==> src/design/riscv_pkg.sv <==
// RV32I ISA definitions shared by the decode and register-read stages
// Widths, instruction word and the major opcode map

package riscv_pkg;

  localparam int XLEN = 32;
  localparam int NUM_REGS = 32;

  typedef logic [XLEN-1:0] xlen_t; // Operands and immediates
  typedef logic [31:0] inst_t;
  typedef logic [XLEN-1:0] pc_t;
  typedef logic [$clog2(NUM_REGS)-1:0] reg_idx_t;

  // Major opcode, instruction bits 6..2
  typedef enum logic [4:0] {
    LOAD   = 5'b00000,
    OP_IMM = 5'b00100,
    AUIPC  = 5'b00101,
    STORE  = 5'b01000,
    AMO    = 5'b01011,
    OP     = 5'b01100,
    LUI    = 5'b01101,
    BRANCH = 5'b11000,
    JALR   = 5'b11001,
    JAL    = 5'b11011
  } opcode_e;

endpackage

==> src/design/core_pkg.sv <==
// Pipeline payloads and credit depths for the decode front end
// Depends on riscv_pkg for the ISA widths

package core_pkg;

  localparam int DECODE_SLOTS = 2;  // Also the fetch credit count
  localparam int QUEUE_DEPTH = 8;
  localparam int ISSUE_CREDITS = 2;

  localparam int SLOT_PTR_W = $clog2(DECODE_SLOTS);
  localparam int QUEUE_PTR_W = $clog2(QUEUE_DEPTH);

  typedef logic [3:0] credit_cnt_t;

  // Only ADD for now, the rest of the ALU decode comes later
  typedef enum logic [3:0] {
    ADD = 4'd0
  } alu_cmd_e;

  typedef enum logic [1:0] {
    BRU_JAL  = 2'd0,
    BRU_JALR = 2'd1,
    BRU_BEQ  = 2'd2
  } bru_cmd_e;

  typedef struct packed {
    riscv_pkg::pc_t pc;
    riscv_pkg::reg_idx_t rs1;
    riscv_pkg::reg_idx_t rs2;
    riscv_pkg::reg_idx_t rd;
    riscv_pkg::xlen_t immediate;
    logic alu_cmd_vld;
    alu_cmd_e alu_cmd;
    logic bru_cmd_vld;
    bru_cmd_e bru_cmd;
  } dec_entry_t;

endpackage

==> src/design/frontend_links.sv <==
// Credit-based links inside the front end
// The sender spends one credit per valid, the receiver pulses credit per freed slot
`timescale 1ns/1ps

interface fetch_link;
  logic valid;
  riscv_pkg::pc_t pc;
  riscv_pkg::inst_t inst;
  logic credit;

  modport sender (output valid, output pc, output inst, input credit);
  modport receiver (input valid, input pc, input inst, output credit);
endinterface

interface decode_link;
  logic valid;
  core_pkg::dec_entry_t entry;
  logic credit;

  modport sender (output valid, output entry, input credit);
  modport receiver (input valid, input entry, output credit);
endinterface

==> src/design/decoder.sv <==
// RV32I decode stage, buffers fetched words and decodes the oldest one
// Sends decoded entries to the queue under queue credits
`timescale 1ns/1ps

module decoder (
  input logic clk,
  input logic rst,
  input logic invalidate,
  fetch_link.receiver fetch,
  decode_link.sender out
);

  logic [core_pkg::SLOT_PTR_W-1:0] wr_ptr, rd_ptr;
  core_pkg::credit_cnt_t slot_cnt;
  core_pkg::credit_cnt_t q_credits;  // Free entries in the queue
  riscv_pkg::pc_t slot_pc [core_pkg::DECODE_SLOTS];
  riscv_pkg::inst_t slot_inst [core_pkg::DECODE_SLOTS];

  logic push, send;
  riscv_pkg::inst_t inst;
  riscv_pkg::opcode_e opcode;
  logic base;
  logic rtype, itype, stype, btype, utype, jtype;
  core_pkg::dec_entry_t entry;

  assign push = fetch.valid && !invalidate;  // Words in flight during a flush are dropped
  assign send = (slot_cnt != '0) && (q_credits != '0) && !invalidate;

  always_comb begin
    inst = slot_inst[rd_ptr];
    opcode = riscv_pkg::opcode_e'(inst[6:2]);
    base = inst[1:0] == 2'b11;  // Compressed words get no command

    rtype = base && (opcode inside {riscv_pkg::AMO, riscv_pkg::OP});
    itype = base && (opcode inside {riscv_pkg::LOAD, riscv_pkg::OP_IMM, riscv_pkg::JALR});
    stype = base && (opcode == riscv_pkg::STORE);
    btype = base && (opcode == riscv_pkg::BRANCH);
    utype = base && (opcode inside {riscv_pkg::AUIPC, riscv_pkg::LUI});
    jtype = base && (opcode == riscv_pkg::JAL);

    entry = '0;
    entry.pc = slot_pc[rd_ptr];

    // Operand fields per format
    case (1'b1)
      rtype: begin
        entry.rs1 = inst[19:15];
        entry.rs2 = inst[24:20];
        entry.rd = inst[11:7];
      end
      itype: begin
        entry.rs1 = inst[19:15];
        entry.rd = inst[11:7];
        entry.immediate = {{20{inst[31]}}, inst[31:20]};
      end
      stype: begin
        entry.rs1 = inst[19:15];
        entry.rs2 = inst[24:20];
        entry.immediate = {{20{inst[31]}}, inst[31:25], inst[11:7]};
      end
      btype: begin
        entry.rs1 = inst[19:15];
        entry.rs2 = inst[24:20];
        entry.immediate = {{19{inst[31]}}, inst[31], inst[7], inst[30:25], inst[11:8], 1'b0};
      end
      utype: begin
        entry.rd = inst[11:7];
        entry.immediate = {inst[31:12], 12'b0};
      end
      jtype: begin
        entry.rd = inst[11:7];
        entry.immediate = {{11{inst[31]}}, inst[31], inst[19:12], inst[20], inst[30:21], 1'b0};
      end
      default: ;
    endcase

    // Commands
    entry.alu_cmd_vld = base && (opcode inside {riscv_pkg::OP_IMM, riscv_pkg::AUIPC,
                                                riscv_pkg::OP, riscv_pkg::LUI});
    entry.bru_cmd_vld = btype || jtype || (base && opcode == riscv_pkg::JALR);
    entry.alu_cmd = core_pkg::ADD;
    if (jtype) entry.bru_cmd = core_pkg::BRU_JAL;
    else if (entry.bru_cmd_vld && opcode == riscv_pkg::JALR) entry.bru_cmd = core_pkg::BRU_JALR;
    else if (btype) entry.bru_cmd = core_pkg::BRU_BEQ;
  end

  assign out.valid = send;
  assign out.entry = entry;
  assign fetch.credit = send;  // Slot frees as the entry leaves

  always_ff @(posedge clk) begin
    if (rst || invalidate) begin
      wr_ptr <= '0;
      rd_ptr <= '0;
      slot_cnt <= '0;
      q_credits <= core_pkg::credit_cnt_t'(core_pkg::QUEUE_DEPTH);
    end else begin
      if (push) wr_ptr <= wr_ptr + 1'b1;
      if (send) rd_ptr <= rd_ptr + 1'b1;
      slot_cnt <= slot_cnt + core_pkg::credit_cnt_t'(push) - core_pkg::credit_cnt_t'(send);
      q_credits <= q_credits + core_pkg::credit_cnt_t'(out.credit)
                 - core_pkg::credit_cnt_t'(send);
    end
  end

  // Slot storage
  always_ff @(posedge clk) begin
    if (push) begin
      slot_pc[wr_ptr] <= fetch.pc;
      slot_inst[wr_ptr] <= fetch.inst;
    end
  end

endmodule

==> src/design/decode_queue.sv <==
// Decoded-entry FIFO between decode and register read
// Returns one credit to the decoder per pop, emptied by invalidate
`timescale 1ns/1ps

module decode_queue (
  input logic clk,
  input logic rst,
  input logic invalidate,
  decode_link.receiver in,
  input logic pop,
  output logic head_valid,
  output core_pkg::dec_entry_t head_entry
);

  core_pkg::dec_entry_t mem [core_pkg::QUEUE_DEPTH];
  logic [core_pkg::QUEUE_PTR_W-1:0] wr_ptr, rd_ptr;
  core_pkg::credit_cnt_t count;  // Occupancy, up to QUEUE_DEPTH
  logic wr_en, rd_en;

  assign wr_en = in.valid && !invalidate;
  assign rd_en = pop && head_valid;

  assign head_valid = count != '0;
  assign head_entry = mem[rd_ptr];
  assign in.credit = rd_en;  // Freed slot goes straight back

  always_ff @(posedge clk) begin
    if (rst || invalidate) begin
      wr_ptr <= '0;
      rd_ptr <= '0;
      count <= '0;
    end else begin
      if (wr_en) wr_ptr <= wr_ptr + 1'b1;
      if (rd_en) rd_ptr <= rd_ptr + 1'b1;
      count <= count + core_pkg::credit_cnt_t'(wr_en) - core_pkg::credit_cnt_t'(rd_en);
    end
  end

  always_ff @(posedge clk) begin
    if (wr_en) mem[wr_ptr] <= in.entry;
  end

endmodule

==> src/design/regfile_read.sv <==
// Register file and operand-read stage
// Pops the queue head under issue credits and registers the operation for execute
`timescale 1ns/1ps

module regfile_read (
  input logic clk,
  input logic rst,
  input logic invalidate,
  input logic head_valid,
  input core_pkg::dec_entry_t head_entry,
  output logic pop,
  input logic wb_en,
  input riscv_pkg::reg_idx_t wb_addr,
  input riscv_pkg::xlen_t wb_data,
  output logic issue_valid,
  output core_pkg::dec_entry_t issue_entry,
  output riscv_pkg::xlen_t rs1_data,
  output riscv_pkg::xlen_t rs2_data,
  input logic issue_credit
);

  riscv_pkg::xlen_t regs [riscv_pkg::NUM_REGS];
  core_pkg::credit_cnt_t credits;  // Free slots on the execute side
  riscv_pkg::xlen_t rs1_val, rs2_val;

  // x0 is hardwired, same-cycle writeback is bypassed
  function automatic riscv_pkg::xlen_t read_reg(input riscv_pkg::reg_idx_t idx);
    if (idx == '0) return '0;
    else if (wb_en && wb_addr == idx) return wb_data;
    else return regs[idx];
  endfunction

  assign pop = head_valid && (credits != '0) && !invalidate;

  always_comb begin
    rs1_val = read_reg(head_entry.rs1);
    rs2_val = read_reg(head_entry.rs2);
  end

  always_ff @(posedge clk) begin
    if (wb_en && wb_addr != '0) regs[wb_addr] <= wb_data;
  end

  // Execute still owns its entries across a flush, so credits survive invalidate
  always_ff @(posedge clk) begin
    if (rst) begin
      credits <= core_pkg::credit_cnt_t'(core_pkg::ISSUE_CREDITS);
      issue_valid <= 1'b0;
    end else begin
      credits <= credits + core_pkg::credit_cnt_t'(issue_credit)
               - core_pkg::credit_cnt_t'(pop);
      issue_valid <= pop;
    end
  end

  always_ff @(posedge clk) begin
    if (pop) begin
      issue_entry <= head_entry;
      rs1_data <= rs1_val;
      rs2_data <= rs2_val;
    end
  end

endmodule

==> src/design/frontend_top.sv <==
// Front-end top level, decode then queue then register read
// Plain ports toward fetch, writeback and execute
`timescale 1ns/1ps

module frontend_top (
  input logic clk,
  input logic rst,
  input logic invalidate,
  input logic fetch_valid,
  input riscv_pkg::pc_t fetch_pc,
  input riscv_pkg::inst_t fetch_inst,
  output logic fetch_credit,
  input logic wb_en,
  input riscv_pkg::reg_idx_t wb_addr,
  input riscv_pkg::xlen_t wb_data,
  output logic issue_valid,
  output core_pkg::dec_entry_t issue_entry,
  output riscv_pkg::xlen_t rs1_data,
  output riscv_pkg::xlen_t rs2_data,
  input logic issue_credit
);

  fetch_link fetch_if ();
  decode_link dec_if ();

  logic head_valid;
  core_pkg::dec_entry_t head_entry;
  logic pop;

  // Fetch ports onto the link
  assign fetch_if.valid = fetch_valid;
  assign fetch_if.pc = fetch_pc;
  assign fetch_if.inst = fetch_inst;
  assign fetch_credit = fetch_if.credit;

  decoder u_decoder (
    .clk(clk),
    .rst(rst),
    .invalidate(invalidate),
    .fetch(fetch_if.receiver),
    .out(dec_if.sender)
  );

  decode_queue u_queue (
    .clk(clk),
    .rst(rst),
    .invalidate(invalidate),
    .in(dec_if.receiver),
    .pop(pop),
    .head_valid(head_valid),
    .head_entry(head_entry)
  );

  regfile_read u_regfile_read (
    .clk(clk),
    .rst(rst),
    .invalidate(invalidate),
    .head_valid(head_valid),
    .head_entry(head_entry),
    .pop(pop),
    .wb_en(wb_en),
    .wb_addr(wb_addr),
    .wb_data(wb_data),
    .issue_valid(issue_valid),
    .issue_entry(issue_entry),
    .rs1_data(rs1_data),
    .rs2_data(rs2_data),
    .issue_credit(issue_credit)
  );

endmodule

==> config.mk <==
export PLATFORM = sky130hd
export DESIGN_NAME = frontend_top
export DESIGN_NICKNAME = d
export VERILOG_FILES = /design/src/design/riscv_pkg.sv /design/src/design/core_pkg.sv /design/src/design/frontend_links.sv /design/src/design/decoder.sv /design/src/design/decode_queue.sv /design/src/design/regfile_read.sv /design/src/design/frontend_top.sv
export SDC_FILE = /design/constraint.sdc
export NUM_CORES = 2
export LEC_CHECK = 0
export BUFFER_PORTS_ARGS = -buffer_cell sky130_fd_sc_hd__buf_4
export CAP_MARGIN = 20
export CORE_MARGIN = 2
export CORE_UTILIZATION = 50
export DETAILED_ROUTE_END_ITERATION = 8
export PLACE_DENSITY = 0.77
export SLEW_MARGIN = 20
export SYNTH_ARGS = -nofsm -noshare
export SYNTH_HDL_FRONTEND = slang
export SYNTH_SLANG_ARGS = --single-unit
==> constraint.sdc <==
create_clock -name clk -period 35.9 [get_ports clk]
set_input_delay 0 -clock clk [delete_from_list [all_inputs] [get_ports clk]]
set_output_delay 0 -clock clk [all_outputs]
set_load 0.05 [all_outputs]
==> reports/results.ini <==
[clock_tree]
tritoncts = done
clockRootBuffer = clkbuf_16
clk_pin_slew_worst_paths_ns = 0.06
cts.path.max_buffers = 3
post_cts_buffers = 0
htreeDepth = 4
cts_buffers = 193
clock-sinks = 1992
insertion_delay_ns = 0.88

[placed_design]
portBuffers = 255
hpwl_um = 135000
preCtsSetupSlack_ns = 30.23
gp_congestion = 0.884

[sta]
min_period_over_period_pct = 16.7
final-max-slew-violation-count = 0
timing.final.ws_setup_ns = 29.89
rsz0062_at_grt = no
setup_tns_ns = 0
fin_hold_ws_ns = 0.0692
fmax_mhz = 166
slew_headroom_pct = 13.4
period_needed_ns = 6.01
max_slew.worst_pin.slew_ns = 1.30
clock_skew_ns = 0.0899
hold_viol = 0
setup_viol = 0

[setup_path]
cp.required_ns = 36.63
crit_arrival_ns = 6.74
worstPathMaxFanout = 91
worst_setup_path_end_kind = flop
critPathKind = flop to flop
cp-start-kind = flop

[power_and_ir_drop]
leakagePower_nw = 33.7
p_per_area_nw_per_um2 = 72.6
peakVddDrop_v = 0.0000947

[routing]
routed_wl_um = 269000
dr_total_vias = 60139
wl_per_cell_um = 29.9
drt_iter0_drc = 10164
drcViolationCount = 10
via_per_inst = 6.69
drtPass1Iterations = 9
ant_nets = 0

[min_path]
hold_class = input port to flop

[global_route]
grt_max_degree = 177
grt_pass1_vias = 58902
grt_antenna_before_repair = 17
grt_pass1_wl_um = 386000
grt_remaining_overflow = 0
gr-usage-all-layers_pct = 30.0

[cells_and_area]
drive_gt1_share_pct = 16.8
layout.nets = 6636
areaGrowthSynthToFinish_pct = 14.8
final_cell_mix = edfxtp_1 (1963), nand2_1 (1260), nand3_1 (726), mux2i_1 (428), buf_4 (353)
post-route-util_pct = 57.8
final_common_cell = edfxtp_1

[run]
drv_cap = 0

[synthesis]
synth_seq_cells = 1992
syn_area_per_cell_um2 = 14.0
yosysWarnings = 0
synth_top_area_share_pct = 68.2
ys_types = 60
yosysTopAreaCell = edfxtp_1
synth_area_um2 = 86500
syn_inst = 6182
ys_top_cells_by_area = edfxtp_1 (68%), nand2_1 (5.5%), mux2i_1 (5.0%), mux4_2 (4.4%), nand3_1 (4.2%)
synthArstFlopShare_pct = 0
synth_edf_count = 1963
ys.flop_type = edfxtp_1
yosysSeqAreaShare_pct = 68.9

[floorplanning]
chipWidth_um = 420
rows = 152
initial_core_util_pct = 50.3
core_area_um2 = 172000
fp.dieH_um = 420
dieArea_um2 = 176000
io_pins = 260

[outcome]
outcome = finished, violations left
violations = design-rule violations

registers in the layout, indices dropped and copies added (netlist names), named ones only:
| register | flops |
|---|---|
| u_queue.wr_ptr | 3 |
| u_regfile_read.rs2_data | 32 |
| u_decoder.q_credits | 4 |
| u_regfile_read.credits | 4 |
| u_queue.rd_ptr | 3 |
| u_regfile_read.issue_valid | 1 |
| u_queue.count | 4 |
| u_decoder.slot_inst | 64 |
| u_decoder.rd_ptr | 1 |
| u_regfile_read.regs | 1024 |
| u_regfile_read.issue_entry | 83 |
| u_decoder.slot_cnt | 4 |
| u_decoder.slot_pc | 64 |
| u_decoder.wr_ptr | 1 |
| u_queue.mem | 664 |
| u_regfile_read.rs1_data | 32 |
per-stage QoR:
| stage | std cells | area, um^2 | power, mW |
|---|---|---|---|
| 6_report | 8987 | 99200 | 7.21 |
| 3_5_place_dp | 8445 | 91100 | 5.10 |
| 2_1_floorplan | 6217 | 86600 | 4.37 |
| 5_1_grt | 8979 | 99200 | 7.40 |
| 3_3_place_gp | 8445 | 91100 | 5.06 |
| 4_1_cts | 8972 | 99200 | 7.12 |
logic make-up (layout without fill, tap and decap cells):
| family | Yosys count | count (layout) | synth area share [%] |
|---|---|---|---|
| and+or+nand+nor | 2330 | 2330 | 11.6 |
| DFF | 1992 | 1992 | 68.9 |
| muxes | 726 | 726 | 11.0 |
| AOI/OAI and AO/OA | 589 | 589 | 5.63 |
| buffers and inverters | 496 | 942 | 2.24 |
| adders and majority gates | 26 | 26 | 0.411 |
| xor gates and xnor gates | 22 | 22 | 0.223 |
| other | 1 | 50 | 0.00434 |
synth_stat cells, types with 40 or more instances:
master     count
nand3_1      730
inv_1         43
nand4_1       90
mux2i_1      435
buf_2         40
o21ai_0       66
buf_1         59
o211ai_1      53
o2111ai_1     76
a32oi_1       89
nand2_1     1260
o221a_2      115
mux2_2       121
nor2_1       195
mux4_2       169
edfxtp_1    1963
clkbuf_1     340
a21oi_1       80
a32o_1        64
critical path: stages, from the launching register on:
cell	delay, ns
dfxtp_4	0.60
mux4_2	0.60
mux2i_4	0.17
buf_4	0.79
buf_4	0.91
buf_4	0.69
buf_4	0.89
nand2_1	0.12
a32oi_1	0.29
mux2i_1	0.12
o2111ai_1	0.23
a32o_1	0.19
worst paths after layout:
kind / startpoint / end / slack (ns) / cells past startpoint
hold / removal: invalidate / u_decoder.q_credits[3] / 0.07 / 4
hold reg to reg: u_queue.rd_ptr[2] / u_queue.rd_ptr[2] / 0.53 / 2
setup reg to reg: flop / u_regfile_read.rs2_data[10] / 29.89 / 11
setup / recovery: flop / u_regfile_read.rs2_data[10] / 29.89 / 11
power by group:
group          leakage [nW]  internal, mW  switching, mW  total [mW]
sequential             18.2          2.75         0.0858        2.83
clock                  3.04          1.12          0.910        2.03
combinational          12.5         0.743           1.60        2.34
final cells by class:
cell class	instances	area, um^2
Sequential cell	1992	59500
Fill cell	12472	72500
Tap cell	2310	2890
Clock inverter	117	1310
Timing Repair Buffer	535	4550
Multi-Input combinational cell	3729	25700
Antenna cell	14	35.0
Inverter	52	230
Clock buffer	238	5000
layer usage:
metal	track usage (%)	wire length (um)	vias up
li1	-	-	24346
met1	37.2	89700	29423
met2	46.2	122000	5094
met3	8.79	37600	1268
met4	18.9	19300	8
met5	0	57	-
timing repair:
item                                     CTS  global route
hold buffers                             172             0
gates resized for setup                    0             0
endpoints found under the setup margin     0             0
endpoints found under the hold margin   1449             0
Power figures use the tool's default switching activity.
